`src/logic/coreCfgPkg.sv`:
```
package coreCfgPkg;

  localparam int unsigned NumBanks = 3;

  // Index 0 is bank 0
  localparam int unsigned BankAddrWidths [NumBanks] = '{5, 5, 6};

  // Width of the core read address ports
  localparam int unsigned MaxAddrWidth = 16;

  localparam int unsigned NumConfWords = 2;

  localparam logic [31:0] CoreId = 32'h1000500A;

  // Status word layout
  localparam int unsigned StatBusyBit  = 0;  // Live busy from the core
  localparam int unsigned StatDoneBit  = 8;  // Done pending, write one to clear
  localparam int unsigned StatIntEnBit = 16; // Interrupt enable

endpackage

```
`src/logic/hostMapPkg.sv`:
```
package hostMapPkg;

  // Host and memory data word
  typedef logic [31:0] dataWordT;

  // Command code driven by the host
  typedef logic [4:0] cmdCodeT;

  // Bank i takes data at 2i and a pointer load at 2i+1
  localparam cmdCodeT CmdBankDataBase = 5'd0;

  localparam cmdCodeT CmdConfData = 5'd6; // Config word write
  localparam cmdCodeT CmdConfPtr  = 5'd7; // Config pointer load

  // Readback and status codes
  localparam cmdCodeT CmdStatus = 5'd30;
  localparam cmdCodeT CmdId     = 5'd31;

  // Value seen on the host data output for codes without readback
  localparam dataWordT ReadIdle = '0;

endpackage

```
`src/logic/bankWriteIf.sv`:
```
`timescale 1ns/1ps

interface bankWriteIf
  import hostMapPkg::*, coreCfgPkg::*;
();

  logic                    wrEn;     // Data write, pointer advances
  logic                    ptrLoad;  // Pointer load from loadAddr
  dataWordT                wrData;
  logic [MaxAddrWidth-1:0] loadAddr;

  modport source (
    output wrEn,
    output ptrLoad,
    output wrData,
    output loadAddr
  );

  modport sink (
    input wrEn,
    input ptrLoad,
    input wrData,
    input loadAddr
  );

endinterface

```
`src/logic/aipTop.sv`:
```
`timescale 1ns/1ps

module aipTop
  import hostMapPkg::*, coreCfgPkg::*;
#(
  parameter int unsigned Banks                  = NumBanks,
  parameter int unsigned AddrWidths [NumBanks]  = BankAddrWidths,
  parameter int unsigned ConfWords              = NumConfWords,
  parameter logic [31:0] IdValue                = CoreId
) (
  input  logic                     clk,
  input  logic                     rst,

  // Host side
  input  cmdCodeT                  cmdCode_i,
  input  dataWordT                 hostData_i,
  input  logic                     hostWrite_i,
  input  logic                     hostStart_i,
  output dataWordT                 hostData_o,
  output logic                     hostInt_o,

  // Core side
  input  logic [MaxAddrWidth-1:0]  coreRdAddr_i [Banks],
  output dataWordT                 coreRdData_o [Banks],
  output dataWordT [ConfWords-1:0] confData_o,
  output logic                     coreStart_o,
  input  logic                     coreBusy_i,
  input  logic                     coreDone_i
);

  logic confWrite;
  logic confPtrLoad;
  logic statusWrite;

  bankWriteIf bankWr [Banks] ();

  hostDecoder #(
    .Banks (Banks)
  ) uDecoder (
    .cmdCode_i     (cmdCode_i),
    .hostData_i    (hostData_i),
    .hostWrite_i   (hostWrite_i),
    .banks_o       (bankWr),
    .confWrite_o   (confWrite),
    .confPtrLoad_o (confPtrLoad),
    .statusWrite_o (statusWrite)
  );

  // Input memories, drained by the core
  for (genvar b = 0; b < Banks; b++) begin : gBank
    inputBank #(
      .AddrWidth (AddrWidths[b])
    ) uBank (
      .clk      (clk),
      .rst      (rst),
      .wr_i     (bankWr[b]),
      .rdAddr_i (coreRdAddr_i[b]),
      .rdData_o (coreRdData_o[b])
    );
  end

  configRegBank #(
    .NumWords (ConfWords)
  ) uConfig (
    .clk        (clk),
    .rst        (rst),
    .write_i    (confWrite),
    .ptrLoad_i  (confPtrLoad),
    .hostData_i (hostData_i),
    .confData_o (confData_o)
  );

  statusReadback #(
    .IdWord (IdValue)
  ) uStatus (
    .clk           (clk),
    .rst           (rst),
    .statusWrite_i (statusWrite),
    .cmdCode_i     (cmdCode_i),
    .hostData_i    (hostData_i),
    .coreBusy_i    (coreBusy_i),
    .coreDone_i    (coreDone_i),
    .hostData_o    (hostData_o),
    .hostInt_o     (hostInt_o)
  );

  assign coreStart_o = hostStart_i; // Straight through to the core

endmodule

```
`src/logic/configRegBank.sv`:
```
`timescale 1ns/1ps

module configRegBank
  import hostMapPkg::*;
#(
  parameter int unsigned NumWords = 2
) (
  input  logic                      clk,
  input  logic                      rst,
  input  logic                      write_i,
  input  logic                      ptrLoad_i,
  input  dataWordT                  hostData_i,
  output dataWordT [NumWords-1:0]   confData_o
);

  localparam int unsigned PtrWidth = (NumWords > 1) ? $clog2(NumWords) : 1;
  localparam logic [PtrWidth-1:0] LastWord = PtrWidth'(NumWords - 1);

  logic [PtrWidth-1:0] wrPtr;

  always_ff @(posedge clk or negedge rst) begin
    if (!rst) begin
      wrPtr      <= '0;
      confData_o <= '0;
    end else if (ptrLoad_i) begin
      wrPtr <= hostData_i[PtrWidth-1:0];
    end else if (write_i) begin
      confData_o[wrPtr] <= hostData_i;
      // Wrap after the last word
      if (wrPtr >= LastWord) begin
        wrPtr <= '0;
      end else begin
        wrPtr <= wrPtr + 1'b1;
      end
    end
  end

endmodule

```
`src/logic/hostDecoder.sv`:
```
`timescale 1ns/1ps

module hostDecoder
  import hostMapPkg::*, coreCfgPkg::*;
#(
  parameter int unsigned Banks = NumBanks
) (
  input  cmdCodeT           cmdCode_i,
  input  dataWordT          hostData_i,
  input  logic              hostWrite_i,
  bankWriteIf.source        banks_o [Banks],
  output logic              confWrite_o,
  output logic              confPtrLoad_o,
  output logic              statusWrite_o
);

  localparam int unsigned CmdSpace = 2 ** $bits(cmdCodeT);

  // One strobe per command code, only while the host writes
  logic [CmdSpace-1:0] cmdHit;

  assign cmdHit = {{(CmdSpace - 1){1'b0}}, hostWrite_i} << cmdCode_i;

  for (genvar b = 0; b < Banks; b++) begin : gBankStrobe
    assign banks_o[b].wrEn     = cmdHit[CmdBankDataBase + 2 * b];
    assign banks_o[b].ptrLoad  = cmdHit[CmdBankDataBase + 2 * b + 1];
    assign banks_o[b].wrData   = hostData_i;
    assign banks_o[b].loadAddr = hostData_i[MaxAddrWidth-1:0]; // Bank keeps its low bits
  end

  assign confWrite_o   = cmdHit[CmdConfData];
  assign confPtrLoad_o = cmdHit[CmdConfPtr];

  // Readback of code 31 needs no strobe, only status is writable
  assign statusWrite_o = cmdHit[CmdStatus];

endmodule

```
`src/logic/inputBank.sv`:
```
`timescale 1ns/1ps

module inputBank
  import hostMapPkg::*, coreCfgPkg::*;
#(
  parameter int unsigned AddrWidth = 5
) (
  input  logic                    clk,
  input  logic                    rst,
  bankWriteIf.sink                wr_i,
  input  logic [MaxAddrWidth-1:0] rdAddr_i,
  output dataWordT                rdData_o
);

  localparam int unsigned Depth = 2 ** AddrWidth;

  dataWordT             mem [Depth];
  logic [AddrWidth-1:0] wrPtr;

  // Write pointer, a load wins over a data write
  always_ff @(posedge clk or negedge rst) begin
    if (!rst) begin
      wrPtr <= '0;
    end else if (wr_i.ptrLoad) begin
      wrPtr <= wr_i.loadAddr[AddrWidth-1:0];
    end else if (wr_i.wrEn) begin
      wrPtr <= wrPtr + 1'b1; // Wraps at bank depth
    end
  end

  always_ff @(posedge clk) begin
    if (wr_i.wrEn) begin
      mem[wrPtr] <= wr_i.wrData;
    end
  end

  // Core side, one cycle of latency
  always_ff @(posedge clk) begin
    rdData_o <= mem[rdAddr_i[AddrWidth-1:0]];
  end

endmodule

```
`src/logic/statusReadback.sv`:
```
`timescale 1ns/1ps

module statusReadback
  import hostMapPkg::*, coreCfgPkg::*;
#(
  parameter logic [31:0] IdWord = CoreId
) (
  input  logic     clk,
  input  logic     rst,
  input  logic     statusWrite_i,
  input  cmdCodeT  cmdCode_i,
  input  dataWordT hostData_i,
  input  logic     coreBusy_i,
  input  logic     coreDone_i,
  output dataWordT hostData_o,
  output logic     hostInt_o
);

  logic     donePend;
  logic     intEn;
  dataWordT statusWord;

  always_ff @(posedge clk or negedge rst) begin
    if (!rst) begin
      donePend  <= 1'b0;
      intEn     <= 1'b0;
      hostInt_o <= 1'b0;
    end else begin
      if (coreDone_i) begin
        donePend <= 1'b1; // Beats a clear in the same cycle
      end else if (statusWrite_i && hostData_i[StatDoneBit]) begin
        donePend <= 1'b0;
      end
      if (statusWrite_i) begin
        intEn <= hostData_i[StatIntEnBit];
      end
      hostInt_o <= donePend & intEn;
    end
  end

  always_comb begin
    statusWord               = '0;
    statusWord[StatBusyBit]  = coreBusy_i;
    statusWord[StatDoneBit]  = donePend;
    statusWord[StatIntEnBit] = intEn;
  end

  // Same cycle readback
  always_comb begin
    case (cmdCode_i)
      CmdStatus: hostData_o = statusWord;
      CmdId:     hostData_o = IdWord;
      default:   hostData_o = ReadIdle;
    endcase
  end

endmodule

```
`config.mk`:
```
export PLATFORM = sky130hd
export DESIGN_NAME = aipTop
export DESIGN_NICKNAME = d
export VERILOG_FILES = /design/src/logic/coreCfgPkg.sv /design/src/logic/hostMapPkg.sv /design/src/logic/bankWriteIf.sv /design/src/logic/aipTop.sv /design/src/logic/configRegBank.sv /design/src/logic/hostDecoder.sv /design/src/logic/inputBank.sv /design/src/logic/statusReadback.sv
export SDC_FILE = /design/constraint.sdc
export NUM_CORES = 2
export LEC_CHECK = 0
export BUFFER_PORTS_ARGS = -buffer_cell sky130_fd_sc_hd__buf_2
export CORE_MARGIN = 2
export CORE_UTILIZATION = 40
export CTS_BUF_LIST = sky130_fd_sc_hd__clkbuf_8
export CTS_CLUSTER_SIZE = 14
export DETAILED_ROUTE_END_ITERATION = 6
export GPL_ROUTABILITY_DRIVEN = 0
export SLEW_MARGIN = 20
export SYNTH_ARGS = -nofsm -noshare
export SYNTH_HDL_FRONTEND = slang
export SYNTH_SLANG_ARGS = --single-unit
```
`constraint.sdc`:
```
create_clock -name clk -period 7.9 [get_ports clk]
set_clock_uncertainty 0.05 [all_clocks]
set_input_delay 1.58 -clock clk [delete_from_list [all_inputs] [get_ports clk]]
set_output_delay 1.58 -clock clk [all_outputs]
set_load 0.01 [all_outputs]
```
Word-level counts from Yosys, hierarchy flattened
Memories as Yosys holds them, arrays and structs flattened. A register that Yosys moved wholly into a read port is not among the register bits.
Index checks and enable logic that the tools add are counted.
{"block": "totals", "ramBits": 4096, "reg_bits": 84, "input_bits": 91, "word_cells": 53, "out_inout_bits": 194, "mem_count": 3}
{"name": "gBank[2].uBank.mem", "words": 64, "width": 32, "rd": 1, "rd_ports_with_merged_regs": 1, "wr": 1, "line_no": "inputBank.sv:17", "source": "dataWordT mem [Depth];"}
{"name": "gBank[0].uBank.mem", "words": 32, "width": 32, "rd": 1, "rd_ports_with_merged_regs": 1, "wr": 1, "line_no": "inputBank.sv:17"}
{"name": "gBank[1].uBank.mem", "words": 32, "width": 32, "rd": 1, "rd_ports_with_merged_regs": 1, "wr": 1, "line_no": "inputBank.sv:17"}
{"block": "classes", "n_mux": 21, "n_eq_ne": 2, "n_addsub": 4, "reduce_logical": 8, "bitwise": 2, "magnitude_cmp": 3, "n_shift": 1}
{"operator": "bitwise mux 64 bit", "count": 1}
{"operator": "one-hot mux 29 bit (2 select lines)", "count": 1}
{"operator": "demux 32 bit (select 1 bit)", "count": 1}
{"operator": "2-to-1 mux 32 bit", "count": 1}
{"operator": "<< shifter 1 x 5 -> 31 bit", "count": 1}
{"operator": "2-to-1 mux 5 bit", "count": 4}
{"operator": "2-to-1 mux 6 bit", "count": 2}
{"operator": "2-to-1 mux 1 bit", "count": 11}
{"operator": "adder 5 x 1 -> 5 bit (second input constant)", "count": 2}
{"operator": "== test 5 bit (second input constant)", "count": 2}
{"operator": "nonzero test 2 bit", "count": 5}
{"operator": "adder 6 x 1 -> 6 bit (second input constant)", "count": 1}
{"operator": "greater-or-equal comparator 1 bit (second input constant)", "count": 2}
{"operator": "logical AND 1 bit", "count": 2}
{"operator": "less-than comparator 1 x 2 -> 1 bit (second input constant)", "count": 1}
{"operator": "AND reduction 2 bit", "count": 1}
{"operator": "adder 1 bit (second input constant)", "count": 1}
{"operator": "AND 1 bit", "count": 1}
{"operator": "inverter 1 bit", "count": 1}

Longest topological paths before layout
{"block": "logic_depth", "ltp_word": 5, "depth_mapped": 10, "depth_no_buf": 5}

Modules after synthesis
Synthesis repeated with hierarchy kept, for this count alone.
{"block": "unflattened", "cells_unflattened": 8406, "area_unflattened_um2": 164669.2}
{"mod": "inputBank at gBank[0].uBank ...", "seq_area_each_um2": 31515.2, "n_inst": 2, "cells_per_inst": 2292, "area_per_inst_um2": 40775.4}
{"mod": "inputBank at gBank[2].uBank", "seq_area_each_um2": 62289.7, "n_inst": 1, "cells_per_inst": 3475, "area_per_inst_um2": 79039.6}
{"mod": "configRegBank", "seq_area_each_um2": 1626.6, "n_inst": 1, "cells_per_inst": 140, "area_per_inst_um2": 2469.9}
{"mod": "hostDecoder", "seq_area_each_um2": 0.0, "n_inst": 1, "cells_per_inst": 160, "area_per_inst_um2": 1212.4}
{"mod": "statusReadback", "seq_area_each_um2": 75.1, "n_inst": 1, "cells_per_inst": 46, "area_per_inst_um2": 389.1}
{"mod": "aipTop", "seq_area_each_um2": 0.0, "n_inst": 1, "cells_per_inst": 1, "area_per_inst_um2": 7.5}

Least setup slack after synthesis
OpenSTA, ideal clock, no wires.
{"block": "synth_timing", "kind": "input-to-reg", "startpoint": "input cmdCode_i[1]", "endpoint": "memory gBank[0].uBank.mem[15][0] (netlist name), enable pin", "arrival_ns": 4.354, "n_path_buf": 2, "setup_time_ns": 0.421, "required_ns": 7.429, "path_stages": 6, "path_slack_ns": 3.074, "path_cell_list": "clkbuf_1 -> or4b_1 -> nor3_2 -> nand2_1 -> clkbuf_1 -> nor2_1"}
{"block": "synth_between", "elab_chain_cells": 3}
{"item": "start: declaration", "line_no": "aipTop.sv:15", "source": "input cmdCodeT cmdCode_i,"}
{"item": "<< shifter 1 x 5 -> 31 bit", "line_no": "hostDecoder.sv:22", "source": "assign cmdHit = {{(CmdSpace - 1){1'b0}}, hostWrite_i} << cmdCode_i;"}
{"item": "2-to-1 mux 1 bit", "line_no": "inputBank.sv:32", "source": "if (wr_i.wrEn) begin"}
{"item": "2-to-1 mux 1 bit (not written as such)", "line_no": "inputBank.sv:33", "source": "mem[wrPtr] <= wr_i.wrData;"}
{"item": "end: declaration", "line_no": "inputBank.sv:17"}
Every way passes these cells.

Worst setup path after layout
{"block": "layout_timing", "startpoint": "input cmdCode_i[0]", "endpoint": "output hostData_o[12]"}
{"block": "layout_between", "elab_chain_cells": 2, "elab_cells_between_ends": 3, "cone_classes": "2 x eq/ne; 1 x mux"}
{"item": "== test 5 bit", "line_no": "statusReadback.sv:50", "source": "case (cmdCode_i)"}
{"item": "one-hot mux 29 bit (2 select lines) (*)", "line_no": "statusReadback.sv:50"}
{"item": "end: declaration", "line_no": "aipTop.sv:19", "source": "output dataWordT hostData_o,"}
Mark *: on every way between the ends. The rest lies on a longest branch, timed or not.

==> flow_summary_export.csv <==
group,metric,value,unit
status,outcome,"complete, no violations",
global_route,overflow,0,
global_route,grt_max_degree,125,
pwr,netSwitchingFraction,22.8,%
sta,setup_viol,0,
synth,synth_top_cells_by_count,"edfxtp_1, mux4_2, mux2_2",
route,antenna_left,0,
place,dpl.hpwl,224,mm
route,vias,75440,
pwr,clkPwrFrac,38.3,%
route,post_drt_wl_per_cell,30.4,µm
place,io_buffers,226,
global_route,grt_pass1_vias,77929,
synth,synth_cell_types,50,
floorplanning,dieArea,0.410,mm²
synth,synth_top_area_cell,"edfxtp_1",
sta,max_freq,214,MHz
pwr,p_switching,10200,µW
critical_path,startpoint_type,"input pin",
route,first_pass_iters,5,
floorplanning,placeableCoreArea,0.403,mm²
synth,netlist_instances,6798,
floorplanning,ios,285,
clocking,post_cts_buffers,0,
sta,tightestPinTransition,1220,ps
critical_path,end_kind,"output port",
synth,async_flop_share,1.96,%
synth,syn_avg_cell_area,23.8,µm²
floorplanning,initial_core_util,40.2,%
clocking,cts-root-buf,"clkbuf_8",
sta,fin_crit_sh,59.1,%
route,drc,0,
final_layout,final_cells,13465,
pwr,combPwrFrac,5.5,%
synth,ys_ff_latch,4276,
sta,rsz0062_at_grt,"false",
sta,maxSlewViolCount,0,
pwr,seq_power_share,56.3,%
worst_hold_path,min_path_type,"in2async",
clocking,cts.clk_slew.worst_paths,70,ps
sta,setup_tns,0,ps
route,wl,409,mm
global_route,grt_antenna_before_repair,30,
clocking,clk_path_buf_depth,4,
pwr,power_density,244,mW/mm²
critical_path,path_class,"in2out",
pwr,power.leakage,0.0581,µW
sta,hold_violations,0,
synth,yosysSeqAreaShare,78.4,%
critical_path,worstPathArrival,3040,ps
synth,synth_top_cell_area_share,75.9,%
critical_path,cp_data_required_time,6270,ps
clocking,clkLatencyLatePin,1200,ps
global_route,grtUsageTotal,19.7,%
synth,ys_warn_count,0,
floorplanning,fp.dieH,641,µm
place,dp.cells,12281,
floorplanning,die_w,641,µm
clocking,htreeDepth,6,
clocking,cts_num_sinks,4276,
pwr,peakVddDrop,0.186,mV
clocking,numCtsBuffers,657,
flow_run,drv_cap,0,
clocking,hold_buffers,0,
synth,synth-edff-count,4096,
final_layout,nets,7638,
final_layout,drive_gt1_share,34.8,%
floorplanning,fp-row-count,233,
global_route,grt_pass1_wl,576,mm
critical_path,crit_path_max_fanout,12,
synth,synth.area.top_cells,"edfxtp_1, mux4_2, mux2_2",
clocking,cts_tree,"yes",
synth,syn_area,0.162,mm²
route,drt_iter0_drc,8759,
synth,synthMostInstantiatedCell,"edfxtp_1",
final_layout,area_delta_synth_final,13.1,%
sta,slew_headroom,18.5,%
route,viasPerCell,5.60,
clocking,postCtsResizedCells,0,
sta,min_period,4670,ps
pwr,p_int,34500,µW
synth,synthFlopType,"edfxtp_1",
## critical path: stages
cell	delay [ps]
buf_2	390
inv_1	440
nor2_1	360
buf_2	200
## flip-flops by register name (all words and copies together) (netlist names)
register,cells
gBank.uBank.wrPtr,16
uConfig.confData_o,64
gBank.uBank.mem,4096
uConfig.wrPtr,1
uStatus.intEn,1
uStatus.hostInt_o,1
gBank.uBank.rdData_o,96
uStatus.donePend,1
## final cells by class
type,count,area (µm²)
diodes,13,32.5
clock buffers,687,9460
clock inverters,481,2570
fillers,33454,220000
inverters,9,33.8
multi-input cells,2143,34100
flip-flops and latches,4276,127000
well taps,5405,6760
repair buffers,451,3260
## power groups by stage
stage | Sequential (µW) | Clock [µW] | Combinational [µW]
2_1_floorplan | 25600 | 0 | 1270
3_3_place_gp | 25600 | 0 | 2430
3_5_place_dp | 25600 | 0 | 2470
4_1_cts | 25100 | 17500 | 2480
5_1_grt | 25100 | 18400 | 2590
6_report | 25100 | 17100 | 2440
## per-stage QoR
step	worst slack, ps	hold slack (ps)	total power [µW]	util [%]	cell area (µm²)
floorplan	3070	405	26900	-	162000
global placement	2090	422	28000	42.4	171000
detailed placement	2070	436	28100	42.4	171000
CTS	3120	167	45100	45.4	183000
global route	3140	239	46100	45.4	183000
finish	3230	279	44700	45.5	183000
## final timing paths
check	endpoint	depth (start not counted)	slack, ps	from
worst max-delay path	hostData_o[12]	4	3230	cmdCode_i[0]
worst min-delay path	uStatus.intEn$_DFFE_PN0P_	1	280	rst
worst max register to register	gBank[2].uBank.mem[50][5]$_DFFE_PP_	4	4330	gBank[2].uBank.wrPtr[0]$_DFFE_PN0P_
worst min register to register	uConfig.wrPtr$_DFFE_PN0P_	2	450	uConfig.wrPtr$_DFFE_PN0P_
max in group asynchronous	uConfig.confData_o[30]$_DFFE_PN0P_	2	6270	rst
min in group clk	uConfig.wrPtr$_DFFE_PN0P_	2	450	uConfig.wrPtr$_DFFE_PN0P_
## cells in the final DEF (no fill, tap or decap), types with 26 or more instances in the layout
| master | Yosys | routed |
|---|---|---|
| clkinv_2 | 0 | 44 |
| o211ai_1 | 33 | 33 |
| nor2_1 | 162 | 33 |
| a21oi_1 | 41 | 41 |
| mux2_2 | 278 | 278 |
| dfxtp_1 | 96 | 96 |
| buf_4 | 82 | 239 |
| dfrtp_1 | 84 | 84 |
| clkinv_1 | 0 | 116 |
| nor2_4 | 0 | 128 |
| mux2i_1 | 95 | 95 |
| nand3_1 | 28 | 26 |
| edfxtp_1 | 4096 | 4096 |
| o22ai_1 | 39 | 39 |
| mux4_2 | 1133 | 1133 |
| inv_1 | 9 | 269 |
| clkbuf_8 | 0 | 688 |
| nand2_1 | 77 | 77 |
| o21ai_0 | 29 | 29 |
| a22oi_1 | 48 | 48 |
| buf_2 | 105 | 181 |
## cell families (layout without fill, tap and decap cells)
| family | after synthesis | count (layout) | share of synthesized area [%] |
|---|---|---|---|
| DFF | 4276 | 4276 | 78.4 |
| muxes | 1507 | 1507 | 18.3 |
| adders and majority gates | 9 | 9 | 0.0695 |
| and+or+nand+nor | 339 | 339 | 0.945 |
| AOI/OAI and AO/OA | 264 | 264 | 1.12 |
| buffers and inverters | 402 | 1628 | 1.24 |
| other | 1 | 37 | 0.00231 |
## layer usage
metal / global-route usage (%) / up-vias / share of wire, %
met5: 0 / - / 0.0066
met4: 5.19 / 4 / 2.5
met3: 3.27 / 569 / 7.2
met2: 32.3 / 3123 / 49
met1: 27.4 / 41150 / 41
li1: - / 30594 / -
Note: power is estimated with default switching activity, not from simulation.
